==> src/disc_consts.svh <==
// sizing constants for the sample discriminator.
// channel count, batch geometry, hold timer and timestamp widths.
`ifndef DISC_CONSTS_SVH
`define DISC_CONSTS_SVH

`define DISC_CHANNELS 2
`define DISC_PARALLEL 2
`define DISC_SAMPLE_WIDTH 16
`define DISC_TIMER_BITS 6
`define DISC_TSTAMP_WIDTH 32

// derived sizes.
`define DISC_BATCH_WIDTH (`DISC_PARALLEL * `DISC_SAMPLE_WIDTH)
`define DISC_CHAN_BITS ($clog2(`DISC_CHANNELS))

`endif

==> src/disc_pkg.sv <==
// shared types for the sample discriminator.
// configuration opcodes and gate FSM states.
`default_nettype none
`include "disc_consts.svh"

package disc_pkg;

  // opcode of a configuration write.
  typedef enum logic [1:0] {
    OP_THRESH  = 2'd0,
    OP_HOLD    = 2'd1,
    OP_SOURCE  = 2'd2,
    OP_DISABLE = 2'd3
  } cfg_op_e;

  // per-channel gate state.
  typedef enum logic [1:0] {
    GATE_IDLE = 2'd0,
    GATE_OPEN = 2'd1,
    GATE_HOLD = 2'd2
  } gate_state_e;

endpackage

`default_nettype wire

==> src/disc_config_regs.sv <==
// configuration register block of the sample discriminator.
// valid/ready write port decoding thresholds, hold counts,
// trigger sources and the disable mask.
`default_nettype none
`include "disc_consts.svh"

module disc_config_regs
  import disc_pkg::*;
(
  input  logic                                            adc_clk,
  input  logic                                            rst_i,
  input  logic                                            cfg_valid_i,
  input  cfg_op_e                                         cfg_op_i,
  input  logic [`DISC_CHAN_BITS-1:0]                      cfg_chan_i,
  input  logic [31:0]                                     cfg_data_i,
  output logic                                            cfg_ready_o,
  output logic [`DISC_CHANNELS*`DISC_SAMPLE_WIDTH-1:0]    low_thresh_o,
  output logic [`DISC_CHANNELS*`DISC_SAMPLE_WIDTH-1:0]    high_thresh_o,
  output logic [`DISC_CHANNELS*`DISC_TIMER_BITS-1:0]      hold_count_o,
  output logic [`DISC_CHANNELS*`DISC_CHAN_BITS-1:0]       trig_source_o,
  output logic [`DISC_CHANNELS-1:0]                       disable_mask_o
);

  localparam int CH        = `DISC_CHANNELS;
  localparam int SW        = `DISC_SAMPLE_WIDTH;
  localparam int TB        = `DISC_TIMER_BITS;
  localparam int CHAN_BITS = `DISC_CHAN_BITS;

  logic [CH-1:0][SW-1:0]        low_q;
  logic [CH-1:0][SW-1:0]        high_q;
  logic [CH-1:0][TB-1:0]        hold_q;
  logic [CH-1:0][CHAN_BITS-1:0] src_q;
  logic [CH-1:0]                mask_q;
  logic                         ready_q;
  logic                         wr_en;

  assign wr_en          = cfg_valid_i & ready_q;
  assign cfg_ready_o    = ready_q;
  assign low_thresh_o   = low_q;
  assign high_thresh_o  = high_q;
  assign hold_count_o   = hold_q;
  assign trig_source_o  = src_q;
  assign disable_mask_o = mask_q;

  // ready comes up one cycle after reset is released.
  always_ff @(posedge adc_clk) begin
    if (rst_i) begin
      ready_q <= 1'b0;
    end else begin
      ready_q <= 1'b1;
    end
  end

  always_ff @(posedge adc_clk) begin
    if (rst_i) begin
      for (int ch = 0; ch < CH; ch++) begin
        low_q[ch]  <= '0;
        high_q[ch] <= {1'b0, {(SW-1){1'b1}}};
        hold_q[ch] <= '0;
        // each channel triggers on its own level by default.
        src_q[ch]  <= CHAN_BITS'(ch);
      end
      mask_q <= '0;
    end else if (wr_en) begin
      case (cfg_op_i)
        OP_THRESH: begin
          high_q[cfg_chan_i] <= cfg_data_i[2*SW-1:SW];
          low_q[cfg_chan_i]  <= cfg_data_i[SW-1:0];
        end
        OP_HOLD: begin
          hold_q[cfg_chan_i] <= cfg_data_i[TB-1:0];
        end
        OP_SOURCE: begin
          src_q[cfg_chan_i] <= cfg_data_i[CHAN_BITS-1:0];
        end
        OP_DISABLE: begin
          // channel field is don't care here.
          mask_q <= cfg_data_i[CH-1:0];
        end
        default: begin
        end
      endcase
    end
  end

  // no handshake may complete while the block is in reset.
  a_no_write_in_reset: assert property (
    @(posedge adc_clk) rst_i |-> !(cfg_valid_i && cfg_ready_o)
  );

endmodule

`default_nettype wire

==> src/level_detector.sv <==
// hysteresis level detector for one ADC channel.
// registers the batch and its valid beside the level flag.
`default_nettype none
`include "disc_consts.svh"

module level_detector (
  input  logic                          adc_clk,
  input  logic                          rst_i,
  input  logic [`DISC_BATCH_WIDTH-1:0]  batch_i,
  input  logic                          valid_i,
  input  logic [`DISC_SAMPLE_WIDTH-1:0] low_thresh_i,
  input  logic [`DISC_SAMPLE_WIDTH-1:0] high_thresh_i,
  output logic [`DISC_BATCH_WIDTH-1:0]  batch_o,
  output logic                          valid_o,
  output logic                          level_o
);

  localparam int SW  = `DISC_SAMPLE_WIDTH;
  localparam int PAR = `DISC_PARALLEL;

  logic any_high;
  logic all_low;

  // signed compare of every sample against both thresholds.
  always_comb begin
    any_high = 1'b0;
    all_low  = 1'b1;
    for (int i = 0; i < PAR; i++) begin
      if ($signed(batch_i[i*SW +: SW]) >= $signed(high_thresh_i)) begin
        any_high = 1'b1;
      end
      if ($signed(batch_i[i*SW +: SW]) >= $signed(low_thresh_i)) begin
        all_low = 1'b0;
      end
    end
  end

  always_ff @(posedge adc_clk) begin
    if (rst_i) begin
      valid_o <= 1'b0;
      level_o <= 1'b0;
    end else begin
      valid_o <= valid_i;
      if (valid_i) begin
        // set wins over clear when thresholds overlap.
        if (any_high) begin
          level_o <= 1'b1;
        end else if (all_low) begin
          level_o <= 1'b0;
        end
      end
    end
  end

  always_ff @(posedge adc_clk) begin
    batch_o <= batch_i;
  end

endmodule

`default_nettype wire

==> src/sample_gate.sv <==
// per-channel gate of the sample discriminator.
// trigger select, gate FSM with hold-off counter, burst-start timestamp.
`default_nettype none
`include "disc_consts.svh"

module sample_gate
  import disc_pkg::*;
(
  input  logic                          adc_clk,
  input  logic                          rst_i,
  input  logic [`DISC_BATCH_WIDTH-1:0]  batch_i,
  input  logic                          valid_i,
  input  logic [`DISC_CHANNELS-1:0]     levels_i,
  input  logic [`DISC_TSTAMP_WIDTH-1:0] tstamp_i,
  input  logic [`DISC_CHAN_BITS-1:0]    trig_source_i,
  input  logic [`DISC_TIMER_BITS-1:0]   hold_count_i,
  input  logic                          disable_i,
  output logic [`DISC_BATCH_WIDTH-1:0]  data_o,
  output logic                          data_valid_o,
  output logic [`DISC_TSTAMP_WIDTH-1:0] tstamp_o,
  output logic                          tstamp_valid_o
);

  localparam int TB = `DISC_TIMER_BITS;

  gate_state_e   state_q;
  gate_state_e   state_d;
  logic [TB-1:0] remain_q;
  logic [TB-1:0] remain_d;
  logic          trig;
  logic          pass;
  logic          start;

  assign trig = levels_i[trig_source_i];

  always_comb begin
    state_d  = state_q;
    remain_d = remain_q;
    pass     = 1'b0;
    start    = 1'b0;
    if (valid_i) begin
      if (disable_i) begin
        // discrimination off, everything goes through.
        pass    = 1'b1;
        state_d = GATE_IDLE;
      end else begin
        case (state_q)
          GATE_IDLE: begin
            if (trig) begin
              pass    = 1'b1;
              start   = 1'b1;
              state_d = GATE_OPEN;
            end
          end
          GATE_OPEN: begin
            if (trig) begin
              pass = 1'b1;
            end else if (hold_count_i == '0) begin
              state_d = GATE_IDLE;
            end else begin
              pass     = 1'b1;
              remain_d = hold_count_i - 1'b1;
              state_d  = GATE_HOLD;
            end
          end
          GATE_HOLD: begin
            if (trig) begin
              // re-trigger, same burst so no new timestamp.
              pass    = 1'b1;
              state_d = GATE_OPEN;
            end else if (remain_q != '0) begin
              pass     = 1'b1;
              remain_d = remain_q - 1'b1;
            end else begin
              state_d = GATE_IDLE;
            end
          end
          default: begin
            state_d = GATE_IDLE;
          end
        endcase
      end
    end
  end

  always_ff @(posedge adc_clk) begin
    if (rst_i) begin
      state_q        <= GATE_IDLE;
      remain_q       <= '0;
      data_valid_o   <= 1'b0;
      tstamp_valid_o <= 1'b0;
    end else begin
      state_q        <= state_d;
      remain_q       <= remain_d;
      data_valid_o   <= pass;
      tstamp_valid_o <= start;
    end
  end

  // payload only moves when something is sent.
  always_ff @(posedge adc_clk) begin
    if (pass) begin
      data_o <= batch_i;
    end
    if (start) begin
      tstamp_o <= tstamp_i;
    end
  end

  a_tstamp_with_data: assert property (
    @(posedge adc_clk) disable iff (rst_i)
    tstamp_valid_o |-> data_valid_o
  );

  // an exhausted hold never wraps around.
  a_hold_no_underflow: assert property (
    @(posedge adc_clk) disable iff (rst_i)
    (state_q == GATE_HOLD && remain_q == '0) |=> remain_q == '0
  );

endmodule

`default_nettype wire

==> src/sample_discriminator.sv <==
// top level of the sample discriminator.
// config block, free-running sample counter, per-channel detectors and gates.
`default_nettype none
`include "disc_consts.svh"

module sample_discriminator
  import disc_pkg::*;
(
  input  logic                                          adc_clk,
  input  logic                                          rst_i,
  input  logic                                          cfg_valid_i,
  input  cfg_op_e                                       cfg_op_i,
  input  logic [`DISC_CHAN_BITS-1:0]                    cfg_chan_i,
  input  logic [31:0]                                   cfg_data_i,
  input  logic [`DISC_CHANNELS*`DISC_BATCH_WIDTH-1:0]   adc_data_i,
  input  logic [`DISC_CHANNELS-1:0]                     adc_valid_i,
  output logic                                          cfg_ready_o,
  output logic [`DISC_CHANNELS*`DISC_BATCH_WIDTH-1:0]   data_o,
  output logic [`DISC_CHANNELS-1:0]                     data_valid_o,
  output logic [`DISC_CHANNELS*`DISC_TSTAMP_WIDTH-1:0]  tstamp_o,
  output logic [`DISC_CHANNELS-1:0]                     tstamp_valid_o
);

  localparam int CH        = `DISC_CHANNELS;
  localparam int SW        = `DISC_SAMPLE_WIDTH;
  localparam int BW        = `DISC_BATCH_WIDTH;
  localparam int TB        = `DISC_TIMER_BITS;
  localparam int TSW       = `DISC_TSTAMP_WIDTH;
  localparam int CHAN_BITS = `DISC_CHAN_BITS;

  logic [CH*SW-1:0]        low_thresh;
  logic [CH*SW-1:0]        high_thresh;
  logic [CH*TB-1:0]        hold_count;
  logic [CH*CHAN_BITS-1:0] trig_source;
  logic [CH-1:0]           disable_mask;
  logic [CH-1:0]           levels;
  logic [TSW-1:0]          sample_count_q;
  logic [TSW-1:0]          sample_count_d1;

  disc_config_regs u_cfg (
    .adc_clk        (adc_clk),
    .rst_i          (rst_i),
    .cfg_valid_i    (cfg_valid_i),
    .cfg_op_i       (cfg_op_i),
    .cfg_chan_i     (cfg_chan_i),
    .cfg_data_i     (cfg_data_i),
    .cfg_ready_o    (cfg_ready_o),
    .low_thresh_o   (low_thresh),
    .high_thresh_o  (high_thresh),
    .hold_count_o   (hold_count),
    .trig_source_o  (trig_source),
    .disable_mask_o (disable_mask)
  );

  always_ff @(posedge adc_clk) begin
    if (rst_i) begin
      sample_count_q <= '0;
    end else begin
      sample_count_q <= sample_count_q + 1'b1;
    end
  end

  // lines the count up with the detector output.
  always_ff @(posedge adc_clk) begin
    sample_count_d1 <= sample_count_q;
  end

  for (genvar ch = 0; ch < CH; ch++) begin : g_chan
    logic [BW-1:0] det_batch;
    logic          det_valid;

    level_detector u_det (
      .adc_clk       (adc_clk),
      .rst_i         (rst_i),
      .batch_i       (adc_data_i[ch*BW +: BW]),
      .valid_i       (adc_valid_i[ch]),
      .low_thresh_i  (low_thresh[ch*SW +: SW]),
      .high_thresh_i (high_thresh[ch*SW +: SW]),
      .batch_o       (det_batch),
      .valid_o       (det_valid),
      .level_o       (levels[ch])
    );

    sample_gate u_gate (
      .adc_clk        (adc_clk),
      .rst_i          (rst_i),
      .batch_i        (det_batch),
      .valid_i        (det_valid),
      .levels_i       (levels),
      .tstamp_i       (sample_count_d1),
      .trig_source_i  (trig_source[ch*CHAN_BITS +: CHAN_BITS]),
      .hold_count_i   (hold_count[ch*TB +: TB]),
      .disable_i      (disable_mask[ch]),
      .data_o         (data_o[ch*BW +: BW]),
      .data_valid_o   (data_valid_o[ch]),
      .tstamp_o       (tstamp_o[ch*TSW +: TSW]),
      .tstamp_valid_o (tstamp_valid_o[ch])
    );
  end

endmodule

`default_nettype wire

==> config.mk <==
export PLATFORM = sky130hd
export DESIGN_NAME = sample_discriminator
export DESIGN_NICKNAME = d
export VERILOG_FILES = /design/src/disc_pkg.sv /design/src/disc_config_regs.sv /design/src/level_detector.sv /design/src/sample_gate.sv /design/src/sample_discriminator.sv
export VERILOG_INCLUDE_DIRS = /design/src /design/src/src
export SDC_FILE = /design/constraint.sdc
export NUM_CORES = 1
export LEC_CHECK = 0
export BUFFER_PORTS_ARGS = -buffer_cell sky130_fd_sc_hd__buf_2
export CORE_ASPECT_RATIO = 1.5
export CORE_MARGIN = 2
export CORE_UTILIZATION = 39
export DETAILED_ROUTE_END_ITERATION = 12
export SLEW_MARGIN = 15
export SYNTH_ARGS = -nofsm -noshare
export SYNTH_HDL_FRONTEND = slang
export SYNTH_SLANG_ARGS = --single-unit
==> constraint.sdc <==
create_clock -name adc_clk -period 5.8 [get_ports adc_clk]
set_clock_uncertainty 0.05 [all_clocks]
set_input_delay 0.29 -clock adc_clk [delete_from_list [all_inputs] [get_ports adc_clk]]
set_output_delay 0.29 -clock adc_clk [all_outputs]
set_load 0.05 [all_outputs]
==> flow_metrics.py <==
metrics = {
    "run_status": {
        "status": "complete, no violations",
    },
    "critical_path": {
        "start_kind": "primary input",
        "worst-path-buf-inv": 2,
        "crit_chain": "dlygate4sd3_1, buf_2, ha_1, nor2b_4, o211ai_2, a2111oi_1, or4_4, mux2_1, or4_1, a32o_1",
        "worst_r2r_endpoint": "g_chan[0].u_det.level_o",
        "worstPathMaxFanout": 3,
        "arrival_ns": 3.12,
        "max_stage_delay_ns": 0.53,
        "ff2ff_path_depth": 9,
        "crit_required_ns": 6.23,
        "r2r_slack_ns": 3.13,
        "endpoint_kind": "flip-flop",
        "r2r_start": "u_cfg.high_thresh_o[1]",
        "criticalPathCategory": "primary input to flip-flop",
        "crit_family": "simple AND/OR/NAND/NOR gates",
        "cp_slowest_cell": "dlygate4sd3_1",
    },
    "sta": {
        "layout_min_cycle_time_ns": 2.690,
        "slew_headroom_pct": 32.60,
        "fmax_mhz": 371.8,
        "tightest_slew_ns": 1.009,
        "slew_viol_final": 0,
        "rsz0062_at_grt": "no",
        "finalSetupTns_ns": 0,
        "post-route-period-util_pct": 46.37,
        "hold_viol": 0,
        "hold_slack_ns": 0.04954,
        "setup_violations": 0,
    },
    "detailed_routing": {
        "dr.pass1.iters": 5,
        "drt-initial-drc-count": 488,
        "avgViaCountPerCell": 4.908,
        "drcViolationCount": 0,
        "ant_nets": 0,
        "dr_total_vias": 10470,
        "drt-met1-wl_um": 13480,
        "wl_met3_um": 1341,
        "wl_um": 35230,
        "dr.max_layer_used": "met4",
        "wl_per_cell_um": 16.51,
        "wl_met2_um": 19360,
    },
    "floorplanning": {
        "num_io_pins": 237,
        "dieArea_um2": 38720,
        "core-area_um2": 36690,
        "rows": 86,
        "die_h_um": 240.0,
        "initial_utilization_pct": 39.47,
        "fp.dieW_um": 161.3,
    },
    "layout": {
        "seqCellArea_um2": 8508,
        "area_growth_pct": 26.06,
        "drive_gt1_share_pct": 18.99,
        "finalNetCount": 1866,
        "multiInputGateArea_um2": 5539,
        "postLayoutCoreUtil_pct": 49.75,
        "nFillCells": 3310,
    },
    "clock_network": {
        "cts_buffer_depth": 3,
        "cts_tree": "done",
        "clk_pin_slew_ns": 0.07,
        "cts_buffers": 31,
        "clock-sinks": 361,
        "htreeDepth": 1,
        "clock_latency_ns": 0.58,
        "post-cts-setup-buffers": 0,
        "clock-root-buffer": "clkbuf_16",
    },
    "synth": {
        "synth.most_common_cell": "dfxtp_1",
        "async_flop_share_pct": 0,
        "synth_common_cells": "233 x dfxtp_1, 159 x nand2_1, 139 x ha_1, 128 x edfxtp_1, 106 x a21oi_1",
        "yosysSeqAreaShare_pct": 58.75,
        "synthDistinctLibCells": 56,
        "syn-cell-area_um2": 14480,
        "synth_cells": 1288,
        "synth_nets": 1531,
        "synth_area_leaders": "dfxtp_1 32%, edfxtp_1 27%, ha_1 12%, nand2_1 4.1%, a21oi_1 3.7%",
        "yosysTopAreaCell": "dfxtp_1",
        "ys.flop_type": "dfxtp_1",
        "yosys_warnings": 0,
        "syn_avg_cell_area_um2": 11.24,
        "synth-edff-count": 128,
        "synthDominantCellAreaShare_pct": 32.21,
        "synth-seq-cells": 361,
    },
    "pwr": {
        "ir_worst_vdd_uv": 196.3,
        "p_leak_nw": 7.440,
        "total_power_mw": 5.401,
        "powerDensity_nw_per_um2": 295.9,
    },
    "placed_design": {
        "io_buffers": 236,
        "dp_hpwl_um": 26500,
        "gp_congestion": 0.8523,
    },
    "grt": {
        "grt.total_usage_pct": 17.82,
        "grt_max_degree": 73,
        "grt_pass1_vias": 10500,
        "overflow": 0,
        "grt_pass1_wl_um": 54170,
        "antenna_found_initial": 2,
    },
    "hold_path": {
        "min_path_type": "primary input to flip-flop",
        "worst_hold_path.num_cells": 4,
        "hold_end": "u_cfg.trig_source_o[1]",
        "min_from": "cfg_op_i[1]",
    },
    "flow_run": {
        "cap_violations": 0,
    },
}
state kept, by name (all words and copies together), names as in the netlist:
name / flops
g_chan.u_gate.data_valid_o: 2
g_chan.u_gate.data_o: 64
u_cfg.trig_source_o: 2
g_chan.u_gate.remain_q: 12
g_chan.u_gate.tstamp_valid_o: 2
g_chan.u_gate.tstamp_o: 64
g_chan.u_det.batch_o: 64
sample_count_d1: 32
sample_count_q: 32
g_chan.u_det.valid_o: 2
u_cfg.hold_count_o: 12
u_cfg.disable_mask_o: 2
g_chan.u_det.level_o: 2
g_chan.u_gate.state_q: 4
u_cfg.low_thresh_o: 32
u_cfg.high_thresh_o: 32
u_cfg.cfg_ready_o: 1
timing repair:
item	in CTS	in global routing
hold buffers	98	0
gates resized for setup	0	0
hold endpoints to repair	138	0
per-layer routing:
layer  vias up  GRT usage, %
met4         0         6.250
met2       228         35.38
li1       5286             -
met3        54         2.467
met5         -             0
met1      4906         18.92
cell families after synthesis:
logic type | share of synthesized area, %
adder cells (fa/ha/maj) | 12.01
buffers and inverters | 3.188
flip-flops | 58.75
AND/OR/NAND/NOR | 12.43
AO/OA/AOI/OAI | 9.607
XOR/XNOR | 1.330
multiplexers | 2.687
layout make-up:
| type | count | share of cell area [%] |
|---|---|---|
| repair buffers | 340 | 12.10 |
| multi-input cells | 810 | 30.34 |
| well taps | 484 | 3.317 |
| clock buffers | 37 | 4.482 |
| inverters | 79 | 1.624 |
| diodes | 2 | 0.02741 |
| flip-flops and latches | 361 | 46.60 |
| clock inverters | 21 | 1.501 |
worst register-to-register path: cells and delay by family (launching register included):
family          cells  cell delay, ns
compound gates      3            0.47
fa+ha+maj           1            0.30
buf+inv             1            0.08
flops               1            0.31
mux                 1            0.32
simple gates        3            1.04
where the power goes:
part           total [mW]  internal (mW)  switching (mW)  leakage, nW
Combinational       0.485          0.178           0.307         3.83
Clock                2.19           1.28           0.912        0.523
Sequential           2.73           2.69          0.0313         3.09
Total                5.40           4.15            1.25         7.44
through the flow:
stage | area (µm²) | std cells | worst slack [ns]
after global routing | 18260 | 2134 | 3.046
after detailed placement | 16180 | 1976 | 3.062
after CTS | 18250 | 2132 | 3.120
after global placement | 16180 | 1976 | 3.087
final | 18260 | 2134 | 3.110
after floorplan | 14480 | 1288 | 3.202
placed cells by master, fill, tap and decap left out, types with 34 or more instances in the layout:
master and n:
a21oi_1 106, buf_2 235, dfxtp_1 233, dlygate4sd3_1 98
edfxtp_1 128, ha_1 139, inv_1 78, nand2_1 159
nand3_1 34, nand4_1 35, nor2_1 79, o211ai_1 38
how the worst max path moves through the flow:
stage / from / end / slack [ns] / cells past startpoint
floorplan: g_chan[0].u_gate.state_q[0] / g_chan[0].u_gate.data_o[0] / 3.20 / 7
global placement: adc_data_i[1] / g_chan[0].u_det.level_o / 3.09 / 9
detailed placement: adc_data_i[1] / g_chan[0].u_det.level_o / 3.06 / 9
CTS: adc_data_i[1] / g_chan[0].u_det.level_o / 3.12 / 10
global route: u_cfg.high_thresh_o[1] / g_chan[0].u_det.level_o / 3.05 / 9
finish: adc_data_i[1] / g_chan[0].u_det.level_o / 3.11 / 10
Note: power is estimated with default switching activity, not from simulation.
